===== config.mk =====
export PLATFORM = sky130hd
export DESIGN_NAME = cpu_core
export DESIGN_NICKNAME = d
export VERILOG_FILES = /design/src/hdl/cpu_isa_pkg.sv /design/src/hdl/cpu_bus_pkg.sv /design/src/hdl/pipe_if.sv /design/src/hdl/cpu_core.sv /design/src/hdl/memory_stage.sv /design/src/hdl/execute_stage.sv /design/src/hdl/decode_stage.sv /design/src/hdl/register_file.sv
export SDC_FILE = /design/constraint.sdc
export NUM_CORES = 2
export LEC_CHECK = 0
export ABC_AREA = 1
export BUFFER_PORTS_ARGS = -buffer_cell sky130_fd_sc_hd__buf_2
export CORE_MARGIN = 1.5
export CORE_UTILIZATION = 32
export DETAILED_ROUTE_END_ITERATION = 6
export GPL_ROUTABILITY_DRIVEN = 0
export PLACE_DENSITY = 0.51
export SLEW_MARGIN = 20
export SYNTH_ARGS = -nofsm -noshare
export SYNTH_HDL_FRONTEND = slang
export SYNTH_SLANG_ARGS = --single-unit

===== constraint.sdc =====
create_clock -name clk -period 27.5 [get_ports clk]
set_input_delay 2.75 -clock clk [delete_from_list [all_inputs] [get_ports clk]]
set_output_delay 2.75 -clock clk [all_outputs]
set_load 0.005 [all_outputs]

===== src/hdl/cpu_isa_pkg.sv =====
package cpu_isa_pkg;

    localparam int DATA_W     = 32;             // Machine word
    localparam int REG_COUNT  = 16;             // Architectural registers
    localparam int REG_ADDR_W = 4;              // Register index width

    // Instruction word layout, msb first
    localparam int OPC_MSB = 31;
    localparam int OPC_LSB = 28;
    localparam int RD_LSB  = 24;                // rd in 27:24
    localparam int RS1_LSB = 20;                // rs1 in 23:20, base for LOAD/STORE
    localparam int RS2_LSB = 16;                // rs2 in 19:16, data for STORE
    localparam int IMM_W   = 16;                // Signed immediate in 15:0

    // Codes above STORE are free and decode as NOP
    typedef enum logic [OPC_MSB-OPC_LSB:0] {
        NOP   = 4'd0,
        ADD   = 4'd1,
        SUB   = 4'd2,
        AND   = 4'd3,
        OR    = 4'd4,
        XOR   = 4'd5,
        SLT   = 4'd6,                           // Signed compare
        ADDI  = 4'd7,
        LOAD  = 4'd8,
        STORE = 4'd9
    } opcode_e;

    function automatic logic [DATA_W-1:0] sext_imm(input logic [IMM_W-1:0] imm);
        return {{(DATA_W-IMM_W){imm[IMM_W-1]}}, imm};
    endfunction

    // Operand b comes from the immediate for these
    function automatic logic uses_imm(input opcode_e op);
        return (op == ADDI) || (op == LOAD) || (op == STORE);
    endfunction

    function automatic logic is_mem(input opcode_e op);
        return (op == LOAD) || (op == STORE);   // Goes out on the data bus
    endfunction

endpackage

===== src/hdl/cpu_bus_pkg.sv =====
package cpu_bus_pkg;

    import cpu_isa_pkg::*;

    localparam int ADDR_W  = 32;                // APB byte address
    localparam int PDATA_W = DATA_W;            // Bus data follows the core word

    // APB master phases
    // IDLE    psel low, free for a new request
    // SETUP   psel high, penable low, one cycle only
    // ACCESS  psel and penable high until pready
    typedef enum logic [1:0] {
        IDLE   = 2'd0,
        SETUP  = 2'd1,
        ACCESS = 2'd2
    } apb_state_e;

endpackage


===== src/hdl/pipe_if.sv =====
`timescale 1ns/10ps

// Decode to execute link
interface dec_ex_if
    import cpu_isa_pkg::*;
();

    logic                  valid;               // Item present
    logic                  ready;               // Execute can take it
    opcode_e               op;
    logic [REG_ADDR_W-1:0] rd;                  // Write-back target
    logic                  wr_en;               // Low for STORE, NOP and rd 0
    logic [DATA_W-1:0]     opa;                 // rs1 value
    logic [DATA_W-1:0]     opb;                 // rs2 value or immediate
    logic [DATA_W-1:0]     store_data;          // rs2 value for STORE

    modport src (
        output valid, op, rd, wr_en, opa, opb, store_data,
        input  ready
    );

    modport dst (
        input  valid, op, rd, wr_en, opa, opb, store_data,
        output ready
    );

endinterface

// Execute to memory link
interface ex_mem_if
    import cpu_isa_pkg::*;
();

    logic                  valid;
    logic                  ready;               // Low while the APB master is busy
    opcode_e               op;
    logic [REG_ADDR_W-1:0] rd;
    logic                  wr_en;
    logic [DATA_W-1:0]     result;              // ALU value or bus address
    logic [DATA_W-1:0]     store_data;

    modport src (
        output valid, op, rd, wr_en, result, store_data,
        input  ready
    );

    modport dst (
        input  valid, op, rd, wr_en, result, store_data,
        output ready
    );

endinterface


===== src/hdl/cpu_core.sv =====
`timescale 1ns/10ps

module cpu_core
    import cpu_isa_pkg::*;
    import cpu_bus_pkg::*;
(
    input  logic               clk,
    input  logic               rst,
    input  logic [DATA_W-1:0]  instr,
    input  logic               instr_valid,
    output logic               instr_ready,
    output logic [ADDR_W-1:0]  paddr,
    output logic               psel,
    output logic               penable,
    output logic               pwrite,
    output logic [PDATA_W-1:0] pwdata,
    input  logic [PDATA_W-1:0] prdata,
    input  logic               pready
);

    logic [REG_ADDR_W-1:0] rf_raddr_a;
    logic [REG_ADDR_W-1:0] rf_raddr_b;
    logic [DATA_W-1:0]     rf_rdata_a;
    logic [DATA_W-1:0]     rf_rdata_b;
    logic                  rf_we;           // Write-back, also clears the scoreboard
    logic [REG_ADDR_W-1:0] rf_waddr;
    logic [DATA_W-1:0]     rf_wdata;

    dec_ex_if dx_if ();
    ex_mem_if xm_if ();

    register_file register_file_i (
        .clk     (clk),
        .rst     (rst),
        .raddr_a (rf_raddr_a),
        .raddr_b (rf_raddr_b),
        .rdata_a (rf_rdata_a),
        .rdata_b (rf_rdata_b),
        .we      (rf_we),
        .waddr   (rf_waddr),
        .wdata   (rf_wdata)
    );

    decode_stage decode_stage_i (
        .clk         (clk),
        .rst         (rst),
        .instr       (instr),
        .instr_valid (instr_valid),
        .instr_ready (instr_ready),
        .rf_raddr_a  (rf_raddr_a),
        .rf_raddr_b  (rf_raddr_b),
        .rf_rdata_a  (rf_rdata_a),
        .rf_rdata_b  (rf_rdata_b),
        .wb_we       (rf_we),
        .wb_addr     (rf_waddr),
        .dx          (dx_if.src)
    );

    execute_stage execute_stage_i (
        .clk (clk),
        .rst (rst),
        .dx  (dx_if.dst),
        .xm  (xm_if.src)
    );

    memory_stage memory_stage_i (
        .clk      (clk),
        .rst      (rst),
        .xm       (xm_if.dst),
        .paddr    (paddr),
        .psel     (psel),
        .penable  (penable),
        .pwrite   (pwrite),
        .pwdata   (pwdata),
        .prdata   (prdata),
        .pready   (pready),
        .rf_we    (rf_we),
        .rf_waddr (rf_waddr),
        .rf_wdata (rf_wdata)
    );

endmodule


===== src/hdl/memory_stage.sv =====
`timescale 1ns/10ps

module memory_stage
    import cpu_isa_pkg::*;
    import cpu_bus_pkg::*;
(
    input  logic                  clk,
    input  logic                  rst,
    ex_mem_if.dst                 xm,
    output logic [ADDR_W-1:0]     paddr,
    output logic                  psel,
    output logic                  penable,
    output logic                  pwrite,
    output logic [PDATA_W-1:0]    pwdata,
    input  logic [PDATA_W-1:0]    prdata,
    input  logic                  pready,
    output logic                  rf_we,
    output logic [REG_ADDR_W-1:0] rf_waddr,
    output logic [DATA_W-1:0]     rf_wdata
);

    apb_state_e state;
    logic       accept;
    logic       mem_op;
    logic       wb_en;                          // Write-back owed when the bus finishes

    assign xm.ready = (state == IDLE);          // One item at a time
    assign accept   = xm.valid && xm.ready;
    assign mem_op   = is_mem(xm.op);

    // APB controls straight from the phase
    assign psel    = (state != IDLE);
    assign penable = (state == ACCESS);

    always_ff @(posedge clk or posedge rst)
    begin
        if (rst)
        begin
            state  <= IDLE;
            pwrite <= 1'b0;
            rf_we  <= 1'b0;
        end
        else
        begin
            rf_we <= 1'b0;                      // Single-cycle pulse
            case (state)
                IDLE:
                    if (accept)
                    begin
                        if (mem_op)
                        begin
                            state  <= SETUP;
                            pwrite <= (xm.op == STORE);
                        end
                        else
                            rf_we <= xm.wr_en;  // ALU result written next cycle
                    end
                SETUP:
                    state <= ACCESS;
                ACCESS:
                    if (pready)
                    begin
                        state <= IDLE;
                        rf_we <= wb_en;         // Load data lands, stores owe nothing
                    end
                default:
                    state <= IDLE;
            endcase
        end
    end

    // Address and data held from acceptance to the end of ACCESS
    always_ff @(posedge clk)
    begin
        if (accept)
        begin
            rf_waddr <= xm.rd;
            wb_en    <= xm.wr_en;
            rf_wdata <= xm.result;
            if (mem_op)
            begin
                paddr  <= xm.result;
                pwdata <= xm.store_data;
            end
        end
        else if (penable && pready)
            rf_wdata <= prdata;                 // Capture read data
    end

    a_setup_first: assert property (@(posedge clk) disable iff (rst)
        $rose(penable) |-> $past(psel))
    else
        $error("penable rose without a SETUP cycle at %0t", $time);

    a_access_stable: assert property (@(posedge clk) disable iff (rst)
        penable |-> $stable(paddr) && $stable(pwdata) && $stable(pwrite))
    else
        $error("APB address or data moved during ACCESS at %0t", $time);

endmodule


===== src/hdl/execute_stage.sv =====
`timescale 1ns/10ps

module execute_stage
    import cpu_isa_pkg::*;
(
    input  logic  clk,
    input  logic  rst,
    dec_ex_if.dst dx,
    ex_mem_if.src xm
);

    logic [DATA_W-1:0] alu_out;
    logic              slt_bit;
    logic              accept;

    // Free when empty or when the memory stage takes the held item
    assign dx.ready = !xm.valid || xm.ready;
    assign accept   = dx.valid && dx.ready;

    assign slt_bit = $signed(dx.opa) < $signed(dx.opb);

    always_comb
    begin
        case (dx.op)
            ADD, ADDI, LOAD, STORE:
                alu_out = dx.opa + dx.opb;      // Sum or effective address
            SUB:
                alu_out = dx.opa - dx.opb;
            AND:
                alu_out = dx.opa & dx.opb;
            OR:
                alu_out = dx.opa | dx.opb;
            XOR:
                alu_out = dx.opa ^ dx.opb;
            SLT:
                alu_out = {{(DATA_W-1){1'b0}}, slt_bit};
            default:
                alu_out = '0;                   // NOP
        endcase
    end

    always_ff @(posedge clk or posedge rst)
    begin
        if (rst)
            xm.valid <= 1'b0;
        else if (accept)
            xm.valid <= 1'b1;
        else if (xm.ready)
            xm.valid <= 1'b0;                   // Drained, nothing new
    end

    // Output register, held while memory is busy
    always_ff @(posedge clk)
    begin
        if (accept)
        begin
            xm.op         <= dx.op;
            xm.rd         <= dx.rd;
            xm.wr_en      <= dx.wr_en;
            xm.result     <= alu_out;
            xm.store_data <= dx.store_data;
        end
    end

endmodule


===== src/hdl/decode_stage.sv =====
`timescale 1ns/10ps

module decode_stage
    import cpu_isa_pkg::*;
(
    input  logic                  clk,
    input  logic                  rst,
    input  logic [DATA_W-1:0]     instr,
    input  logic                  instr_valid,
    output logic                  instr_ready,
    output logic [REG_ADDR_W-1:0] rf_raddr_a,
    output logic [REG_ADDR_W-1:0] rf_raddr_b,
    input  logic [DATA_W-1:0]     rf_rdata_a,
    input  logic [DATA_W-1:0]     rf_rdata_b,
    input  logic                  wb_we,
    input  logic [REG_ADDR_W-1:0] wb_addr,
    dec_ex_if.src                 dx
);

    logic [OPC_MSB-OPC_LSB:0] opc_raw;
    opcode_e                  op;
    logic [REG_ADDR_W-1:0]    rd;
    logic [REG_ADDR_W-1:0]    rs1;
    logic [REG_ADDR_W-1:0]    rs2;
    logic                     wr_en;
    logic                     uses_rs1;
    logic                     uses_rs2;
    logic [REG_COUNT-1:0]     pending;          // Scoreboard, one bit per register
    logic [REG_COUNT-1:0]     dx_tgt;           // Target held in the decode register
    logic [REG_COUNT-1:0]     set_mask;
    logic [REG_COUNT-1:0]     clr_mask;
    logic [REG_COUNT-1:0]     busy;
    logic                     hazard;
    logic                     accept;

    // Field split
    assign opc_raw = instr[OPC_MSB:OPC_LSB];
    assign op      = (opc_raw > STORE) ? NOP : opcode_e'(opc_raw);  // Free codes as NOP
    assign rd      = instr[RD_LSB +: REG_ADDR_W];
    assign rs1     = instr[RS1_LSB +: REG_ADDR_W];
    assign rs2     = instr[RS2_LSB +: REG_ADDR_W];

    assign rf_raddr_a = rs1;
    assign rf_raddr_b = rs2;

    // Source use and write intent per opcode
    always_comb
    begin
        uses_rs1 = 1'b1;
        uses_rs2 = 1'b0;
        wr_en    = 1'b1;
        case (op)
            NOP:
            begin
                uses_rs1 = 1'b0;
                wr_en    = 1'b0;
            end
            ADD, SUB, AND, OR, XOR, SLT:
                uses_rs2 = 1'b1;
            STORE:
            begin
                uses_rs2 = 1'b1;                // Store data
                wr_en    = 1'b0;
            end
            default: ;                          // ADDI and LOAD read rs1 only
        endcase
        if (rd == '0)
            wr_en = 1'b0;                       // r0 stays zero
    end

    assign dx_tgt   = (dx.valid && dx.wr_en) ? (REG_COUNT'(1) << dx.rd) : '0;
    assign set_mask = dx.ready ? dx_tgt : '0;   // Marked as it leaves decode
    assign clr_mask = wb_we ? (REG_COUNT'(1) << wb_addr) : '0;

    // A register being written back now is readable through the bypass
    assign busy = (pending & ~clr_mask) | dx_tgt;

    assign hazard = instr_valid &&
                    ((uses_rs1 && busy[rs1]) ||
                     (uses_rs2 && busy[rs2]) ||
                     (wr_en && busy[rd]));      // One writer per register in flight

    assign instr_ready = !hazard && (!dx.valid || dx.ready);
    assign accept      = instr_valid && instr_ready;

    always_ff @(posedge clk or posedge rst)
    begin
        if (rst)
        begin
            dx.valid <= 1'b0;
            pending  <= '0;
        end
        else
        begin
            pending <= (pending & ~clr_mask) | set_mask;  // Set wins on a collision
            if (accept)
                dx.valid <= 1'b1;
            else if (dx.ready)
                dx.valid <= 1'b0;
        end
    end

    always_ff @(posedge clk)
    begin
        if (accept)
        begin
            dx.op         <= op;
            dx.rd         <= rd;
            dx.wr_en      <= wr_en;
            dx.opa        <= rf_rdata_a;
            dx.opb        <= uses_imm(op) ? sext_imm(instr[IMM_W-1:0]) : rf_rdata_b;
            dx.store_data <= rf_rdata_b;
        end
    end

    a_dx_hold: assert property (@(posedge clk) disable iff (rst)
        dx.valid && !dx.ready |=> dx.valid &&
            $stable({dx.op, dx.rd, dx.wr_en, dx.opa, dx.opb, dx.store_data}))
    else
        $error("decode output changed while stalled at %0t", $time);

endmodule


===== src/hdl/register_file.sv =====
`timescale 1ns/10ps

module register_file
    import cpu_isa_pkg::*;
(
    input  logic                  clk,
    input  logic                  rst,
    input  logic [REG_ADDR_W-1:0] raddr_a,
    input  logic [REG_ADDR_W-1:0] raddr_b,
    output logic [DATA_W-1:0]     rdata_a,
    output logic [DATA_W-1:0]     rdata_b,
    input  logic                  we,
    input  logic [REG_ADDR_W-1:0] waddr,
    input  logic [DATA_W-1:0]     wdata
);

    logic [DATA_W-1:0] regs [REG_COUNT];

    // Same-cycle write shows through, r0 is hard zero
    function automatic logic [DATA_W-1:0] read_port(input logic [REG_ADDR_W-1:0] addr);
        if (addr == '0)
            return '0;
        if (we && (waddr == addr))
            return wdata;                       // Bypass
        return regs[addr];
    endfunction

    always_ff @(posedge clk or posedge rst)
    begin
        if (rst)
        begin
            for (int i = 0; i < REG_COUNT; i++)
                regs[i] <= '0;
        end
        else if (we && (waddr != '0))           // r0 never stored
            regs[waddr] <= wdata;
    end

    always_comb
    begin
        rdata_a = read_port(raddr_a);
        rdata_b = read_port(raddr_b);
    end

    // Decode drops wr_en for rd 0, so write-back never targets it
    a_no_r0_write: assert property (@(posedge clk) disable iff (rst)
        we |-> (waddr != '0))
    else
        $error("write-back aimed at r0 at %0t", $time);

endmodule


# Yosys cells after proc, flatten, opt, wreduce, memory -nomap -nowiden
# Index checks and enable logic that the tools add are counted.
# W data, S select, Z words.
# totals
in_bits	68
out_inout_bits	68
word_cells	181
register_bits	813
# op_classes
shifts	2
n_reduce_logical	40
add_sub_neg	2
mux	53
magnitude_cmp	9
n_eq_ne	27
bitwise	10
# op_table
op	count
$bwmux W512	1
$mux W32	16
$bmux W32 S4	2
$pmux W32 S6	1
$demux W32 S4	1
$mux W16	3
$add A32 B32 Y32	1
$and A32 B32 Y32	1
$eq A4 B3 Y1 const B	8
$lt A32 B32 Y1	1
$or A16 B16 Y16	2
$or A32 B32 Y32	1
$shl A1 B4 Y16 const A	2
$sub A32 B32 Y32	1
$xor A32 B32 Y32	1
$eq A4 B4 Y1 const B	6
$mux W1	20
$and A16 B16 Y16	1
$eq A4 B2 Y1 const B	4
$logic_not A4 Y1	4
$not A16 Y16	1
$ge A5 B5 Y1 const B	3
$lt A4 B5 Y1 const B	3
$not A4 Y5	3
other kinds (24)	56

# Logic depth before layout (Yosys ltp)
# depth
word_depth	15
mapped_depth	15
mapped_depth_nobuf	15

# Modules after synthesis
# Synthesis repeated with hierarchy kept, for this count alone.
# hier_totals
cells_unflattened	6800
hier_area_um2	47916.0
# by_module_without_submodules
module	seq_area_each_um2	area_each_um2	instances	cells_per_inst
register_file	12812.3	30556.8	1	4798
execute_stage	2217.1	8587.0	1	1342
decode_stage	3578.4	5091.1	1	426
memory_stage	3133.0	3681.0	1	234

# Worst setup path before layout
# OpenSTA, ideal clock, no wires.
# synth_timing
path_kind	in2reg
from	input port instr[20]
to	register decode_stage_i.dx.op[0] (enable)
arrival_time_ns	7.772
setup_ns	0.549
required_time_ns	26.951
slack_ns	19.179
n_path_buf	1
cell_stages	10
cell_sequence	buf_2 > nor2_4 > clkinv_1 > nor2_1 > nor2_1 > nand2_1 > nand3_1 > nand3_1 > nand3_2 > nor3_2
# synth_between
elab_chain_cells	9
# synth_lines
item	line_no	rtl
start, declared	cpu_core.sv:9	input logic [DATA_W-1:0] instr,
$bmux W1 S4	decode_stage.sv:79	((uses_rs1 && busy[rs1]) ||
$mux W1 (not written as such)	decode_stage.sv:79	
$logic_and A1 B1 Y1	decode_stage.sv:79	
$logic_or A1 B1 Y1	decode_stage.sv:79	
$logic_or A1 B1 Y1	decode_stage.sv:80	(uses_rs2 && busy[rs2]) ||
$logic_and A1 B1 Y1	decode_stage.sv:78	assign hazard = instr_valid &&
$logic_not A1 Y1	decode_stage.sv:83	assign instr_ready = !hazard && (!dx.valid || dx.ready);
$logic_and A1 B1 Y1	decode_stage.sv:83	
$logic_and A1 B1 Y1	decode_stage.sv:84	assign accept = instr_valid && instr_ready;
named net decode_stage_i.accept	decode_stage.sv:34	logic accept;
end, declared	pipe_if.sv:18	output valid, op, rd, wr_en, opa, opb, store_data,
# The timed path passes the listed nets, and every way through them passes these cells. The select of a mux whose other input is x is not followed.
# A chain may end at the register's enable or synchronous reset.

# Worst setup path in the final report
# layout_timing
from	input port instr[20]
to	output port instr_ready
# layout_between
elab_chain_cells	8
# layout_lines
item	line_no	rtl
$bmux W1 S4	decode_stage.sv:79	
$mux W1 (not written as such)	decode_stage.sv:79	
$logic_and A1 B1 Y1	decode_stage.sv:79	
$logic_or A1 B1 Y1	decode_stage.sv:79	
$logic_or A1 B1 Y1	decode_stage.sv:80	
$logic_and A1 B1 Y1	decode_stage.sv:78	
$logic_not A1 Y1	decode_stage.sv:83	
$logic_and A1 B1 Y1	decode_stage.sv:83	
end, declared	cpu_core.sv:11	output logic instr_ready,
# No other way between the ends. The select of a mux whose other input is x is not followed.

==> metrics.md <==
| Metric | Value |
|---|---|
| Status | `completed` |
| Hold EP | `register_file_i.regs[481]` |
| Number of port buffers | `135` |
| Worst reg2reg path endpoint | `decode_stage_i.dx.opb[11]` |
| Synth unique cells | `62` |
| Clock period minus worst slack | `8.62 ns` |
| Synthesis-stage register bit count | `813` |
| Buf/Inv on CP | `4` |
| CP max-delay cell | `buf_4` |
| Clock tree root driver cell | `clkbuf_16` |
| GR Util All Layers | `0.236` |
| Top Family by Delay on Critical Path | `buffers and inverters` |
| Clock skew | `0.0355 ns` |
| Setup_tns | `0 ns` |
| P&R area growth vs syn | `11.6%` |
| Sw frac | `0.325` |
| Largest area contributor in the synthesized netlist | `dfrtp_1` |
| Count of yosys warnings during synthesis | `0` |
| DRC violation count after routing | `0` |
| Number of max-slew violations in the final report | `0` |
| Portion of total power attributed to sequential cells | `0.447` |
| Antenna violations before repair | `2` |
| Wire length of the first global-routing pass | `245000 µm` |
| Antenna cells | `0` |
| Horizontal die dimension | `372 µm` |
| Worst endpoint required time | `24.75 ns` |
| Cell-by-cell trace of the critical path | `buf_4, nor2_4, buf_4, buf_4, nand3_1, nand2_1, nor2_1, nand2_1, nand3_1, nand3_1, nand3_2, a21oi_2, buf_2` |
| Commonest register cell after synthesis | `dfrtp_1` |
| Post-cts hold buffer count | `0` |
| Half-perimeter wire length after placement | `104000 µm` |
| Achievable clock frequency | `116 MHz` |
| Total internal power | `2.46 mW` |
| Total power consumption of the routed design | `3.64 mW` |
| Total global routing overflow | `0` |
| Final instance area | `48500 µm²` |
| Multi-input logic area | `18400 µm²` |
| Setup CP Type | `in -> out` |
| Nature of the critical path startpoint | `primary input` |
| Area of the die | `138000 µm²` |
| Share of synthesized flip-flops with an asynchronous set or reset | `0.657` |
| Clock sink total | `813` |
| Combinational share of power | `0.196` |
| Crit path capture type | `output port` |
| Worst path setup slack after routing | `18.88 ns` |
| Setup Fix Bufs, Post-CTS | `0` |
| Met2 usage in global routing | `0.388` |
| Core utilization of the finished layout | `0.359` |
| Clock tree from TritonCTS | `built` |
| Combined flip-flop and latch cell area | `21700 µm²` |
| Die Span Y | `372 µm` |
| Initial Util | `0.322` |
| Post-synthesis net count | `5479` |
| Setup repair after global routing missed its margin | `no` |
| Crit path max fanout | `69` |
| Number of flops mapped to enable cells by yosys | `279` |
| P_sw | `1.18 mW` |
| Site Rows | `135` |
| Hold slack final | `0.376 ns` |
| Total power divided by cell area | `75.0 nW/µm²` |
| Arrival time at the worst endpoint | `5.87 ns` |
| Peak-usage layer in the global routing report | `met2` |
| Placed insts | `6892` |
| Wire per inst | `23.4 µm` |
| Pre-CTS setup slack | `18.99 ns` |
| Maximum vdd drop | `0.0427 mV` |
| Total of fill cells in the finished design | `14.1k` |
| Standard cell core area | `135000 µm²` |
| Source of the worst hold timing path | `register_file_i.regs[481]` |
| Final Cycle Share | `0.314` |
| Number of ports placed on the die boundary | `136` |
| Main area contributors after synthesis | `dfrtp_1 (31%), edfxtp_1 (19%), o21ai_0 (11%)` |
| Count of maximum capacitance violations | `0` |
| Clock share of power | `0.357` |
| Number of design-rule violations left by the first detailed-router iteration | `4349` |
| Global routing usage on met1 | `0.313` |
| Lkg Pwr | `20.5 nW` |
| Hold path depth | `0` |
| Reg2Reg Launch Point | `memory_stage_i.rf_we` |
| Worst-path clk slew | `0.06 ns` |
| Longest individual stage delay on the worst path | `0.78 ns` |
| Post-synth top area share | `0.307` |
| Worst max-slew margin expressed relative to the limit | `0.262` |
| Clock Latency Late Sink | `0.71 ns` |
| Post-cts sizing count | `0` |
| Most repeated cell in the gate-level netlist after synthesis | `nand2_1` |
| Met3 Track Usage GR | `0.0331` |
| Register area share after synthesis | `0.500` |
| Class of the most critical hold timing path | `reg -> reg` |
| Count of non-filler cells in the finished layout | `7063` |
| Leading post-synthesis cells by instance count | `nand2_1 (1131), o21ai_0 (994), dfrtp_1 (534), inv_1 (455), a21oi_1 (444)` |
| Mean Syn Cell Area | `8.19 µm²` |
| R2R Setup Slk | `22.84 ns` |
| Area of placed instances | `45400 µm²` |
| Number of cells traversed by the worst register-to-register path | `17` |
| Hold Violations, Final | `0` |
| DR pass1 iterations | `6` |
| Vias in the first global route | `37.1k` |
| Share of final-layout standard cells stronger than drive strength 1 | `0.0820` |
| Layout Nets | `5370` |
| Worst-margin pin slew | `1.11 ns` |
| Setup violation total in the final timing report | `0` |
| Vias | `38.8k` |
| Remaining antenna violation count after routing | `0` |
| Via density per instance | `5.50` |
| Cell Area, Synth | `43500 µm²` |
| Wirelength, routed | `165000 µm` |
| Maximum number of pins on one net before global-route repair | `161` |
| Number of H-tree levels | `3` |
| Gate count after technology mapping | `5313` |
| CTS buffer count | `90` |
| Maximum number of buffers from clock root to sink | `3` |
[cell type report]
type | instances | area share
Sequential cell | 813 | 0.448
Tap cell | 1781 | 0.0459
Clock buffer | 120 | 0.0512
Clock inverter | 50 | 0.0135
Timing Repair Buffer | 205 | 0.0257
Multi-Input combinational cell | 3625 | 0.379
Inverter | 469 | 0.0367
[layer usage]
layer	vias to the layer above	routed length, µm
met1	18900	70700
met4	0	5790
li1	17900	-
met2	1721	77100
met5	-	0
met3	340	11300
[worst register-to-register path, stage by stage (launching register included)]
cell and delay, ns:
dfrtp_1 0.67, nand2_1 0.21, nor2_4 0.20, nand2_2 0.06, buf_4 0.39, nand2_2 0.21
nand2_1 0.14, nand2_1 0.09, nand2_1 0.05, nor2_1 0.10, nand2_1 0.06, nand2_1 0.06
nand2_1 0.05, nand3_1 0.12, nand3_2 0.16, nor3_4 0.28, buf_4 0.62, buf_4 0.75
[sequential cells by signal, summed over array words and instances, names as in the netlist, 2 cells and up]
register and flops:
execute_stage_i.xm.rd 4, register_file_i.regs 512, memory_stage_i.rf_wdata 32, decode_stage_i.dx.op 4, decode_stage_i.dx.opa 32, execute_stage_i.xm.op 4
execute_stage_i.xm.result 32, memory_stage_i.state 2, execute_stage_i.xm.store_data 32, memory_stage_i.paddr 32, memory_stage_i.pwdata 32, decode_stage_i.dx.store_data 32
memory_stage_i.rf_waddr 4, decode_stage_i.dx.opb 32, decode_stage_i.dx.rd 4, decode_stage_i.pending 16
[placed cells by master, fill, tap and decap left out, types with 20 or more instances in the layout]
cell type and count:
nand2_1 1125, edfxtp_1 279, o221ai_1 76, o22ai_1 45, o21ai_0 994, a22oi_1 32
clkbuf_16 92, buf_2 132, o21ai_1 46, nor3_1 23, buf_4 70, a31oi_1 22
dfrtp_1 534, nand3_1 214, clkbuf_1 20, nor2_1 268, o211ai_1 45, a21oi_1 444
a221oi_1 29, ha_1 96, a41oi_1 25, inv_1 452
[power groups by stage]
stage	registers (mW)	clock network, mW	logic (mW)
6_report	1.63	1.30	0.715
5_1_grt	1.65	1.37	0.806
4_1_cts	1.62	1.32	0.708
3_5_place_dp	1.64	0	0.705
3_3_place_gp	1.64	0	0.695
2_1_floorplan	1.59	0	0.491
[logic make-up (layout without fill, tap and decap cells)]
kind of cell             count (synthesis)  in the layout  share of synthesized area
AND/OR/NAND/NOR                       1698           1698                      0.157
XOR/XNOR                                 3              3                   0.000604
buffers and inverters                  875            844                     0.0805
multiplexers                             1              1                   0.000259
adder cells (fa/ha/maj)                 98             98                     0.0285
flip-flops                             813            813                      0.500
AO/OA/AOI/OAI                         1825           1825                      0.233
[worst max-delay path by stage]
stage               slack [ns]  startpoint                       to  cells past startpoint
floorplan                 9.83         rst  decode_stage_i.dx.valid                      1
global placement         19.00   instr[20]              instr_ready                     13
detailed placement       18.99   instr[20]              instr_ready                     13
CTS                      18.99   instr[20]              instr_ready                     13
global route             18.79   instr[20]              instr_ready                     13
finish                   18.88   instr[20]              instr_ready                     13
No activity file was read; power rests on OpenSTA's default activity.
